**config.mk**
```make
export PLATFORM = sky130hd
export DESIGN_NAME = input_mapper
export DESIGN_NICKNAME = d
export VERILOG_FILES = /design/src/arcade_pkg.sv /design/src/input_mapper.sv
export SDC_FILE = /design/constraint.sdc
export NUM_CORES = 1
export LEC_CHECK = 0
export ABC_AREA = 1
export ABC_CLOCK_PERIOD_IN_PS = 800
export BUFFER_PORTS_ARGS = -buffer_cell sky130_fd_sc_hd__buf_2
export CORE_MARGIN = 2
export CORE_UTILIZATION = 34
export CTS_CLUSTER_DIAMETER = 60
export CTS_CLUSTER_SIZE = 28
export DETAILED_ROUTE_END_ITERATION = 12
export PLACE_DENSITY_LB_ADDON = 0.12
export SETUP_SLACK_MARGIN = 0.2
export SLEW_MARGIN = 40
export SYNTH_ARGS = -nofsm -noshare
export SYNTH_HDL_FRONTEND = slang
export SYNTH_SLANG_ARGS = --single-unit
```
**constraint.sdc**
```tcl
create_clock -name clk_sys -period 0.8 [get_ports clk_sys]
set_input_delay 0.04 -clock clk_sys [delete_from_list [all_inputs] [get_ports clk_sys]]
set_output_delay 0.04 -clock clk_sys [all_outputs]
set_load 0.02 [all_outputs]
```
**src/arcade_pkg.sv**
```systemverilog
package arcade_pkg;

	// ================================================
	// Common data widths
	// ================================================
	typedef logic [7:0]  byte_t;
	typedef logic [15:0] sample_t;
	typedef logic [24:0] dl_addr_t;
	typedef logic [7:0]  dl_index_t;

	// ================================================
	// Download targets
	// ================================================
	localparam dl_index_t DL_IDX_ROM  = 8'd0;
	localparam dl_index_t DL_IDX_MODE = 8'd1;
	localparam dl_index_t DL_IDX_DIP  = 8'd254;

	// Number of DIP switch bytes
	localparam int DIP_COUNT = 8;

	// Selected game as decoded from the mode byte
	// Code 2 and every unknown code fall to GAME_NONE
	typedef enum logic [1:0] {
		GAME_BAR    = 2'd0,
		GAME_LUMBER = 2'd1,
		GAME_NONE   = 2'd2,
		GAME_BAND   = 2'd3
	} game_t;

	// ================================================
	// Joystick word bit positions
	// ================================================
	localparam int JOY_RIGHT  = 0;
	localparam int JOY_LEFT   = 1;
	localparam int JOY_DOWN   = 2;
	localparam int JOY_UP     = 3;
	localparam int JOY_FIRE_A = 4;
	localparam int JOY_FIRE_B = 5;
	localparam int JOY_START  = 10;
	localparam int JOY_COIN   = 12;

endpackage

```
**src/input_mapper.sv**
```systemverilog
`timescale 1ns/100ps

module input_mapper import arcade_pkg::*; (
	input  logic        clk_sys,
	input  logic        reset,
	input  game_t       game,
	input  logic [15:0] joy1,
	input  logic [15:0] joy2,
	input  byte_t       dip0,
	input  logic        service,
	output byte_t       input_0,
	output byte_t       input_1,
	output byte_t       input_2,
	output byte_t       input_3,
	output byte_t       input_4
);

	logic [15:0] joy_any;
	logic        fire_a_band;
	byte_t       port0_next;
	byte_t       port1_next;
	byte_t       port2_next;

	assign joy_any = joy1 | joy2;

	// Fire A shows up in the system port for the band game only
	assign fire_a_band = (game == GAME_BAND) && joy_any[JOY_FIRE_A];

	// ================================================
	// Active-low port layout per game
	// ================================================
	always_comb begin
		port0_next = ~{service, 2'b00, fire_a_band, joy2[JOY_START], joy1[JOY_START],
			1'b0, joy_any[JOY_COIN]};
		port1_next = '1;
		port2_next = '1;
		case (game)
			GAME_BAR: begin
				// Both players share the same controls
				port1_next = ~{3'b000, joy_any[JOY_FIRE_A], joy_any[JOY_UP],
					joy_any[JOY_DOWN], joy_any[JOY_LEFT], joy_any[JOY_RIGHT]};
				port2_next = port1_next;
			end
			GAME_LUMBER: begin
				port1_next = ~{2'b00, joy1[JOY_FIRE_A], joy1[JOY_FIRE_B], joy1[JOY_UP],
					joy1[JOY_DOWN], joy1[JOY_LEFT], joy1[JOY_RIGHT]};
				port2_next = ~{2'b00, joy2[JOY_FIRE_A], joy2[JOY_FIRE_B], joy2[JOY_UP],
					joy2[JOY_DOWN], joy2[JOY_LEFT], joy2[JOY_RIGHT]};
			end
			GAME_BAND: begin
				port1_next = ~{4'b0000, joy_any[JOY_DOWN], joy_any[JOY_UP],
					joy_any[JOY_RIGHT], joy_any[JOY_LEFT]};
				port2_next = ~{3'b000, joy_any[JOY_FIRE_A], joy_any[JOY_DOWN],
					joy_any[JOY_UP], joy_any[JOY_RIGHT], joy_any[JOY_LEFT]};
			end
			default: begin
				// Unknown game shows nothing pressed
				port0_next = '1;
			end
		endcase
	end

	always_ff @(posedge clk_sys) begin
		if (reset) begin
			input_0 <= '1;
			input_1 <= '1;
			input_2 <= '1;
			input_3 <= '1;
		end else begin
			input_0 <= port0_next;
			input_1 <= port1_next;
			input_2 <= port2_next;
			input_3 <= dip0;
		end
	end

	// Unused port on all kept games
	assign input_4 = '1;

endmodule

```
# ---- Yosys cells after proc, flatten, opt, wreduce, memory -nomap -nowiden
# Index checks and enable logic that the tools add are counted.
dict set report word_totals {
  register_bits 32
  in_bits 45
  wordCells 20
}
dict set report classes {
  eq_ne 2
  muxes 2
  n_bitwise 8
  reduce_logical 4
}
# operator n
set op_table {}
lappend op_table {{one-hot mux 8 bit (3 select lines)} 2}
lappend op_table {{NOT 5 -> 8 bit} 2}
lappend op_table {{NOT 6 -> 8 bit} 2}
lappend op_table {{bitwise OR 13 bit} 1}
lappend op_table {{NOT 4 -> 8 bit} 1}
lappend op_table {{NOT 8 bit} 1}
lappend op_table {{OR reduction 3 bit} 1}
lappend op_table {{equality test 2 x 1 -> 1 bit (second input constant)} 1}
lappend op_table {{equality test 2 bit (second input constant)} 1}
lappend op_table {{logical NOT 2 bit} 1}
lappend op_table {{OR reduction 2 bit} 1}
lappend op_table {{logical AND 1 bit} 1}
lappend op_table {{NOT 1 bit} 1}

# ---- Depth between registers and ports, before layout
# Gate-level depths: netlist (run 1).
dict set report depth {
  ltp_word 4
  mapped_depth 7
  depth_no_buf 6
}

# ---- Worst setup path before layout (run 1)
# Ideal clock, no wire load.
dict set report synth_path {
  kind {input-to-reg}
  startpoint {input port game[0]}
  endpoint {register input_1[0]}
  t_arrival_ns 0.489
  required_time_ns 0.685
  setup_slack_ns 0.196
  stages 6
  path_buffers 1
  path_cell_list {buf_6 inv_4 nand2_2 nand2_4 nor2_2 nand2_1}
}
dict set report synth_between {
  elab_chain_len 2
  word_cells_on_any_way 4
}
# item line_no
set synth_lines {}
lappend synth_lines {{start: declaration} input_mapper.sv:6} ;# input game_t game,
lappend synth_lines {{equality test 2 bit, or another cell as far along} input_mapper.sv:37} ;# case (game)
lappend synth_lines {{one-hot mux 8 bit (3 select lines) *} input_mapper.sv:37}
lappend synth_lines {{end signal: assignment} input_mapper.sv:71} ;# input_1 <= port1_next;
lappend synth_lines {{end: declaration} input_mapper.sv:12} ;# output byte_t input_1,
# Mark *: on every way between the ends. The rest lies on a longest branch, timed or not.
# A chain may end at the register's enable or synchronous reset.

# ---- Worst setup path in the final report (run 1)
dict set report layout_path {
  startpoint {register input_3[0]}
  endpoint {output port input_3[0]}
}
# item line_no
set layout_lines {}
lappend layout_lines {{start: declaration} input_mapper.sv:14} ;# output byte_t input_3,
lappend layout_lines {{start signal: assignment} input_mapper.sv:73} ;# input_3 <= dip0;
# No word-level cell between the ends.

==> results.md, run 1 <==
* Status: complete, but fails checks
* Violated checks: negative hold slack, negative setup slack
* Detailed-routing iteration count for the pre-antenna-repair pass at 3
* Number of buffer and inverter stages on the critical path at 1
* Data required, critical path at roughly 0.76 ns
* Post-DP Area at ~0.0013 mm²
* Total of flip-flops plus latches after synthesis at 25
* Net switching component of the power at between 700 and 800 µW
* CP Capture Type: primary output
* Final count of pins violating max slew at 0
* DP Wirelength at roughly 1600 µm
* Top-area cell type share of the netlist area at 0.474
* Slowest cell on the critical path: sky130_fd_sc_hd__dfxtp_2
* Residual DRC count at 0
* Share of the yosys chip area belonging to registers at 0.474
* Main area contributors after synthesis: sky130_fd_sc_hd__dfxtp_1, sky130_fd_sc_hd__nand2_1, sky130_fd_sc_hd__buf_4
* N_diodes at 0
* Clock tree from TritonCTS: built
* Combined area of all synthesized cells at around 0.0011 mm²
* Routed length per placed instance at slightly above 9 µm
* Post-route clock period utilization at 1.01
* Setup Crit Path Kind: flop to primary output
* Antenna violations before repair at 0
* Number of DRC violations after detailed-routing iteration 0 at 26
* Die footprint at 0.00356 mm²
* Post-detailed-route via-to-cell ratio at ~4
* Worst supply voltage drop on vdd at ~0.5 mV
* Min-Delay Path Class: input port to flop
* Vias in the first global route at 880
* Final worst-path setup slack at -0.00813 ns
* Post-Route WL at roughly 2100 µm
* Aggregate global-route resource usage at 0.126
* Effective utilization at floorplan at 0.351
* Clock period minus final worst setup slack at roughly 0.81 ns
* Largest delay contributor family on the critical path: flip-flops
* Final Cell Area at about 0.0016 mm²
* Per-instance average area after synthesis at slightly below 8 µm²
* Area delta synth->final at 51.7%
* Via Count at 940
* Final setup violating endpoints at 12
* F_max at between 1 and 1.5 GHz
* Cell Chain, Critical Path: buf_6
* Unrepaired setup endpoints after global routing: true
* Placer congestion estimate at about 0.65
* Final core utilization at 0.533
* Maximum cell stage delay along the critical path at ~0.34 ns
* Crit path DAT at just under 0.8 ns
* Total of max-cap violations at 0
* TritonCTS Sinks at 25
* Non-filler instance count after layout at around 230
* Height of the chip at 59.7 µm
* Synth warnings at 0
* Area inside the core boundary at ~0.0030 mm²
* DIE WIDTH at between 50 and 60 µm
* Hold Violations, Final at 9
* CTS root buffer: sky130_fd_sc_hd__clkbuf_4
* Number of primary I/O pins at 85
* Nature of the critical path startpoint: flop
* Wire length of the first global-routing pass at ~3400 µm
* Bufs on Longest Clock Path at 2
* Power Internal at approximately 1.8 mW
* Number of nets with antenna violations after detailed routing at 0
* Register share of total power at 0.546
* Part of the total power dissipated in the clock network at 0.208
* Switching Share at 0.280
* Combinational group share of total power at 0.246
* Post-synthesis instance total at 136
* Clock-pin slew on the worst setup and hold paths at 0.13 ns
* Unique cell type count in the Yosys netlist at 17
* Maximum number of pins on one net before global-route repair at 15
* Depth of the CTS H-tree at 1
* Total leakage power at roughly 0.84 nW
* Clock buffer count from CTS at 3
* Number of nets in the layout at roughly 250
* Global route overflow at 0
* Number of instances in the placed design at 222
* Worst hold slack across all endpoints at -0.0924 ns
* Total power of the final layout at 2.51 mW
* Power density over the cells at around 1600 mW/mm²
* Dominant cell type by area after synthesis: sky130_fd_sc_hd__dfxtp_1
* Maximum fanout along the worst path at 1
* Ratio of cells with drive above 1 in the final layout at 0.522
* Number of standard-cell rows in the floorplan at 20
* Total of buffers placed on input and output ports at 53
## placed cells by master (no fill, tap or decap)
cell | netlist | layout
sky130_fd_sc_hd__inv_4 | 1 | 1
sky130_fd_sc_hd__nand2_1 | 32 | 32
sky130_fd_sc_hd__buf_2 | 0 | 28
sky130_fd_sc_hd__clkinv_2 | 0 | 1
sky130_fd_sc_hd__inv_1 | 18 | 18
sky130_fd_sc_hd__buf_6 | 1 | 25
sky130_fd_sc_hd__conb_1 | 1 | 15
sky130_fd_sc_hd__buf_4 | 15 | 2
sky130_fd_sc_hd__clkbuf_4 | 0 | 3
sky130_fd_sc_hd__nor2_2 | 5 | 5
sky130_fd_sc_hd__or2_2 | 8 | 8
sky130_fd_sc_hd__o21ai_1 | 1 | 1
sky130_fd_sc_hd__nand2_2 | 1 | 1
sky130_fd_sc_hd__nand3_1 | 11 | 11
sky130_fd_sc_hd__nand2_4 | 2 | 2
sky130_fd_sc_hd__dfxtp_2 | 0 | 25
sky130_fd_sc_hd__inv_2 | 3 | 3
sky130_fd_sc_hd__dlygate4sd3_1 | 0 | 8
sky130_fd_sc_hd__nor2_1 | 10 | 10
sky130_fd_sc_hd__o21ai_0 | 1 | 1
sky130_fd_sc_hd__o21ai_2 | 1 | 1
## synthesized netlist by cell type
master / count
sky130_fd_sc_hd__buf_4: 15
sky130_fd_sc_hd__buf_6: 1
sky130_fd_sc_hd__conb_1: 1
sky130_fd_sc_hd__dfxtp_1: 25
sky130_fd_sc_hd__inv_1: 18
sky130_fd_sc_hd__inv_2: 3
sky130_fd_sc_hd__inv_4: 1
sky130_fd_sc_hd__nand2_1: 32
sky130_fd_sc_hd__nand2_2: 1
sky130_fd_sc_hd__nand2_4: 2
sky130_fd_sc_hd__nand3_1: 11
sky130_fd_sc_hd__nor2_1: 10
sky130_fd_sc_hd__nor2_2: 5
sky130_fd_sc_hd__o21ai_0: 1
sky130_fd_sc_hd__o21ai_1: 1
sky130_fd_sc_hd__o21ai_2: 1
sky130_fd_sc_hd__or2_2: 8
## per-stage QoR
stage	setup TNS, ns	setup slack (ns)
global placement	0	0.0857
floorplan	0	0.201
finish	-0.0431	-0.00813
global route	-1.39	-0.0790
CTS	-0.322	-0.0282
detailed placement	0	0.0751
## power groups by stage
stage	Combinational, mW	Sequential (mW)	Clock (mW)
2_1_floorplan	0.275	1.47	0
3_3_place_gp	0.499	1.36	0
3_5_place_dp	0.501	1.36	0
4_1_cts	0.615	1.37	0.551
5_1_grt	0.676	1.38	0.636
6_report	0.618	1.37	0.521
## sequential cells by signal (all words and copies together), names as in the netlist
register  count
input_3       8
input_1       6
input_2       6
input_0       5
## area by class of cell
type,count,area [µm²]
clock buffer,3,22.5
clock inverter,1,5.00
fill,294,1400
inverter,22,85.1
multi-input combinational,87,398
sequential,25,532
tap,33,41.3
timing repair buffer,63,517
## logic make-up after synthesis
logic type             Yosys count  synth area share
AO/OA/AOI/OAI                    3            0.0178
AND/OR/NAND/NOR                 69             0.306
flip-flops                      25             0.474
other                            1           0.00356
buffers and inverters           38             0.198
## timing repair
| item | CTS | global route |
|---|---|---|
| gates cloned | 0 | 0 |
| buffers inserted | 0 | 0 |
| hold buffers | 7 | 1 |
| endpoints found under the hold margin | 16 | 11 |
| endpoints found under the setup margin | 25 | 25 |
| pin swaps | 0 | 0 |
| resized for setup | 75 | 0 |
## routing by layer
layer | global-route usage | share of wire
met4 | 0.0762 | 0.016
met5 | 0 | 0
met2 | 0.231 | 0.51
met3 | 0.0303 | 0.078
met1 | 0.125 | 0.40
## path summary, 6_finish.rpt
check             startpoint          to  depth (start not counted)
setup / recovery  input_3[0]  input_3[0]                          1
hold / removal       dip0[6]  input_3[6]                          2
No activity file was read; power rests on OpenSTA's default activity.
==> run 2: changes to the inputs <==
- CORE_ASPECT_RATIO: not set -> 0.75
- RECOVER_POWER: not set -> 50
==> run 2 against run 1 <==
The flow finishes with violations (negative hold slack). Sequential power hardly changed. Cell count is 1.3% higher. Die area increased by 0.14%. Flip-flop and latch count did not move. Utilization rose by 0.75 points. Routed wire length increased by 1.4%. Setup slack improved by 0.059 ns. Via count is 1.9% lower. Clock-buffer cell count unchanged. Critical endpoint is now input_1[5].
==> results.md, run 2 (synthesis results as in run 1) <==
* Commonest cells after routing, fill and taps aside: sky130_fd_sc_hd__nand2_1, sky130_fd_sc_hd__buf_2, sky130_fd_sc_hd__dfxtp_2, sky130_fd_sc_hd__buf_6, sky130_fd_sc_hd__inv_1
* Post-Route WL at ~2200 µm
* Area inside the core boundary at just under 0.003 mm²
* Final setup violating endpoints at 0
* F_max at 1.34 GHz
* DP Wirelength at between 1500 and 2000 µm
* Worst hold path endpoint: input_0[0]
* CP Capture Type: primary output
* Hold Violations, Final at 9
* Post-route clock period utilization at 0.936
* Ratio of cells with drive above 1 in the final layout at 0.492
* Unrepaired setup endpoints after global routing: true
* Total of buffers placed on input and output ports at 53
* Area delta synth->final at 51.5%
* Routed length per placed instance at 9.14 µm
* Total of max-cap violations at 0
* Final count of pins violating max slew at 0
* Number of nets with antenna violations after detailed routing at 0
* Status: complete, but fails checks
* Busiest metal layer after global routing: met2
* Bufs on Longest Clock Path at 2
* Effective utilization at floorplan at 0.357
* Met2 capacity usage during global routing at 0.215
* Global route overflow at 0
* Flip-flop count of the largest register after layout at 8
* Placer congestion estimate at about 0.81
* Nature of the critical path startpoint: flop
* Worst supply voltage drop on vdd at 0.792 mV
* Antenna violations before repair at 0
* Depth of the CTS H-tree at 1
* Violated checks: negative hold slack
* # hold bufs at CTS at 6
* Crit path DAT at a little over 0.7 ns
* Number of primary I/O pins at 85
* DP Worst Slack at 0.0560 ns
* Data required, critical path at roughly 0.76 ns
* DIE WIDTH at ~70 µm
* Leading cell type in the layout, fill and taps excluded: sky130_fd_sc_hd__nand2_1
* Final worst-path setup slack at a little over 0.05 ns
* Cell Chain, Critical Path: buf_6
* Vias in the first global route at 793
* Worst Hold Launch: joy2[12]
* Number of nets in the layout at around 250
* Height of the chip at between 50 and 60 µm
* Maximum cell stage delay along the critical path at 0.33 ns
* Aggregate global-route resource usage at 0.123
* Total power of the final layout at approximately 2.7 mW
* Cell depth of the worst hold path at 2
* Clock tree from TritonCTS: built
* Largest delay contributor family on the critical path: flip-flops
* Clock period minus final worst setup slack at around 0.75 ns
* Met1 routing resource usage after global routing at 0.138
* Clock buffer count from CTS at 3
* Maximum number of pins on one net before global-route repair at 15
* Total leakage power at 0.858 nW
* Sum Neg Setup Slack at 0 ns
* Number of standard-cell rows in the floorplan at 17
* Number of buffer and inverter stages on the critical path at 1
* Maximum fanout along the worst path at 1
* GR met3 Demand/Resource at 0.0452
* N_diodes at 0
* Largest register by flop count: input_3
* Post-detailed-route via-to-cell ratio at 3.89
* CTS root buffer: sky130_fd_sc_hd__clkbuf_8
* Die footprint at about 0.0036 mm²
* Final core utilization at 0.540
* Slowest cell on the critical path: sky130_fd_sc_hd__dfxtp_2
* Setup Crit Path Kind: flop to primary output
* Worst hold slack across all endpoints at -0.0574 ns
* Detailed-routing iteration count for the pre-antenna-repair pass at 3
* Wire length of the first global-routing pass at between 3000 and 4000 µm
* Number of DRC violations after detailed-routing iteration 0 at 12
* Residual DRC count at 0
* Min-Delay Path Class: input port to flop
* Clock-pin slew on the worst setup and hold paths at 0.08 ns
* Via Count at approximately 900
* Biggest registers after layout: input_3 (8), input_1 (6), input_2 (6)
* Power density over the cells at between 1500 and 2000 mW/mm²
* TritonCTS Sinks at 25
==> run 2: how the worst max path moves through the flow <==
stage	slack, ns	to	cells after the start	start
final	0.05	input_1[5]	1	input_1[5]
after global routing	0.02	input_2[4]	1	input_2[4]
after CTS	0.04	input_1[5]	1	input_1[5]
after detailed placement	0.06	input_1[0]	6	game[1]
after global placement	0.07	input_1[4]	5	game[1]
after floorplan	0.20	input_1[4]	6	game[0]
==> run 2: stage by stage <==
step | area, µm² | cells
after detailed placement | 1310 | 227
after CTS | 1610 | 237
after global routing | 1600 | 237
after global placement | 1310 | 227
final | 1600 | 237
after floorplan | 1110 | 150
==> run 2: area by class of cell <==
cell class | count | area (µm²)
clock buffer | 3 | 41.3
clock inverter | 1 | 5.00
timing repair buffer | 61 | 499
fill | 282 | 1360
inverter | 22 | 85.1
sequential | 25 | 532
multi-input combinational | 87 | 388
tap | 38 | 47.5
==> run 2: power breakdown <==
part           switching [mW]  internal (mW)  total (mW)
Clock                   0.369          0.347       0.717
Combinational           0.331          0.274       0.605
Sequential             0.0336           1.34        1.37
==> run 2: what timing repair did <==
action / in CTS / in global routing
pin swaps: 0 / 1
endpoints found under the setup margin: 25 / 28
gates resized for setup: 75 / 3
setup buffers: 0 / 0
hold endpoints to repair: 14 / 9
==> run 2: metal layers <==
layer | vias up | routed length (µm)
met1 | 385 | 872
met3 | 2 | 170
met5 | - | 0
li1 | 495 | -
met2 | 40 | 1100
met4 | 0 | 25
==> run 3: changes to the inputs <==
- CORE_UTILIZATION: 34 -> 31
- CTS_BUF_LIST: not set -> sky130_fd_sc_hd__clkbuf_8
==> run 3 against run 2 <==
The flow still finishes with violations (negative hold slack). Sequential share of layout area grew 0.86 points. Cell count fell by 0.42%. Sequential power hardly changed. Utilization shrank 6.3 points. Routed wire length decreased by 2.2%. Via count down 0.11%. Power shrank 0.25%. Flip-flop and latch count unchanged. Critical path type unchanged. Critical endpoint is now input_0[3].
==> results.md, run 3 (synthesis results as in run 1) <==
* Post-detailed-route via-to-cell ratio at 3.90
* Nature of the critical path startpoint: flop
* Commonest cells after routing, fill and taps aside: sky130_fd_sc_hd__nand2_1, sky130_fd_sc_hd__buf_2, sky130_fd_sc_hd__dfxtp_2, sky130_fd_sc_hd__buf_6, sky130_fd_sc_hd__inv_1
* DP Wirelength at ~1700 µm
* Maximum fanout along the worst path at 1
* Min-Delay Path Class: input port to flop
* Global route overflow at 0
* Via Count at 921
* Die footprint at about 0.004 mm²
* Detailed-routing iteration count for the pre-antenna-repair pass at 4
* Area inside the core boundary at approximately 0.0033 mm²
* Unrepaired setup endpoints after global routing: true
* Placer congestion estimate at around 0.75
* Cell Chain, Critical Path: buf_6
* Number of primary I/O pins at between 80 and 90
* Ratio of cells with drive above 1 in the final layout at 0.490
* Largest register by flop count: input_3
* Height of the chip at between 50 and 60 µm
* Power Internal at between 1.5 and 2 mW
* CP Capture Type: primary output
* DIE WIDTH at slightly above 70 µm
* Net switching component of the power at about 740 µW
* Effective utilization at floorplan at 0.323
* Routed length per placed instance at 8.97 µm
* Combinational group share of total power at 0.218
* CTS root buffer: sky130_fd_sc_hd__clkbuf_8
* Worst supply voltage drop on vdd at around 0.63 mV
* Final setup violating endpoints at 0
* Post-route clock period utilization at 0.944
* Total power of the final layout at approximately 2.7 mW
* Worst hold path endpoint: input_0[0]
* Maximum number of pins on one net before global-route repair at 16
* Largest delay contributor family on the critical path: flip-flops
* Total leakage power at 0.813 nW
* Multi-input combinational cell area at approximately 380 µm²
* Area delta synth->final at 47.7%
* Worst Hold Launch: joy1[12]
* Vias in the first global route at about 770
* TritonCTS Sinks at 25
* Final count of pins violating max slew at 0
* Worst hold slack across all endpoints at -0.0625 ns
* Residual DRC count at 0
* Violated checks: negative hold slack
* Number of nets with antenna violations after detailed routing at 0
* Maximum cell stage delay along the critical path at between 0.3 and 0.4 ns
* Slowest cell on the critical path: sky130_fd_sc_hd__dfxtp_2
* Aggregate global-route resource usage at 0.103
* Total of max-cap violations at 0
* Flip-flop count of the largest register after layout at 8
* Register share of total power at 0.511
* Part of the total power dissipated in the clock network at 0.271
* Leading cell type in the layout, fill and taps excluded: sky130_fd_sc_hd__nand2_1
* Number of buffer and inverter stages on the critical path at 1
* Biggest registers after layout: input_3 (8), input_1 (6), input_2 (6)
* Number of nets in the layout at 242
* F_max at roughly 1.3 GHz
* # hold bufs at CTS at 3
* Area taken by flip-flops and latches at 532 µm²
* Post-Route WL at 2120 µm
* Antenna violations before repair at 0
* Clock tree from TritonCTS: built
* N_diodes at 0
* Status: complete, but fails checks
* Bufs on Longest Clock Path at 2
* Number of post-CTS setup repair buffers at 0
* Clock buffer count from CTS at 3
* Hold Violations, Final at 11
* Clock period minus final worst setup slack at 0.755 ns
* Data required, critical path at 0.76 ns
* Crit path DAT at roughly 0.72 ns
* Number of standard-cell rows in the floorplan at 18
* Cell depth of the worst hold path at 2
* Number of DRC violations after detailed-routing iteration 0 at 12
* Power density over the cells at 1720 mW/mm²
* Layout fillers at 324
* Depth of the CTS H-tree at 1
* Wire length of the first global-routing pass at about 3200 µm
* Setup Crit Path Kind: flop to primary output
* Final core utilization at 0.477
* Sum Neg Setup Slack at 0 ns
* Clock-pin slew on the worst setup and hold paths at ~0.090 ns
* Switching Share at 0.275
* Total of buffers placed on input and output ports at 53
==> run 3: cell count changes in the layout (fill, tap and decap cells not counted) <==
cell                             delta
sky130_fd_sc_hd__dlymetal6s4s_1     -3
sky130_fd_sc_hd__clkinv_2           -1
sky130_fd_sc_hd__clkinvlp_4         +1
sky130_fd_sc_hd__inv_1              +1
sky130_fd_sc_hd__inv_2              -1
sky130_fd_sc_hd__nand2_1            +1
sky130_fd_sc_hd__nand2_4            -1
==> run 3: per-layer routing <==
layer | wire (µm) | part of all wire | GRT usage | vias up
met5 | 0 | 0 | 0 | -
met4 | 19 | 0.0090 | 0.0189 | 0
met3 | 174 | 0.082 | 0.0331 | 2
met2 | 977 | 0.46 | 0.176 | 42
met1 | 947 | 0.45 | 0.130 | 390
li1 | - | - | - | 487
==> run 3: area by class of cell <==
class	count	area share
clock inverter	1	0.00482
multi-input combinational	87	0.244
sequential	25	0.341
inverter	22	0.0546
clock buffer	3	0.0265
timing repair buffer	58	0.296
tap	40	0.0321
==> run 3: worst max path at each step <==
stage	cells past startpoint	from	slack, ns	endpoint
2_1_floorplan	6	game[0]	0.20	input_1[4]
4_1_cts	1	input_2[2]	0.04	input_2[2]
3_5_place_dp	6	game[1]	0.08	input_2[3]
5_1_grt	1	input_1[3]	0.02	input_1[3]
3_3_place_gp	6	game[1]	0.1	input_2[2]
6_report	1	input_0[3]	0.04	input_0[3]
==> run 3: timing repair <==
action                                  in CTS  in global routing
pin swaps                                    0                  0
endpoints found under the setup margin      25                 25
hold endpoints to repair                    14                 11
resized for setup                           75                  0
==> run 3: metrics by stage <==
stage               cells  instance area (µm²)  hold WS, ns  setup slack [ns]
floorplan             150                 1110        0.109             0.201
global placement      229                 1310        0.210            0.0965
detailed placement    229                 1310        0.209            0.0761
CTS                   236                 1580      -0.0672            0.0361
global route          236                 1560      -0.0569            0.0166
finish                236                 1560      -0.0625            0.0450
==> run 3: power groups by stage <==
stage	Clock, mW	Sequential [mW]	Combinational, mW
2_1_floorplan	0	1.47	0.275
3_3_place_gp	0	1.36	0.499
3_5_place_dp	0	1.37	0.504
4_1_cts	0.758	1.37	0.603
5_1_grt	0.817	1.38	0.643
6_report	0.727	1.37	0.586
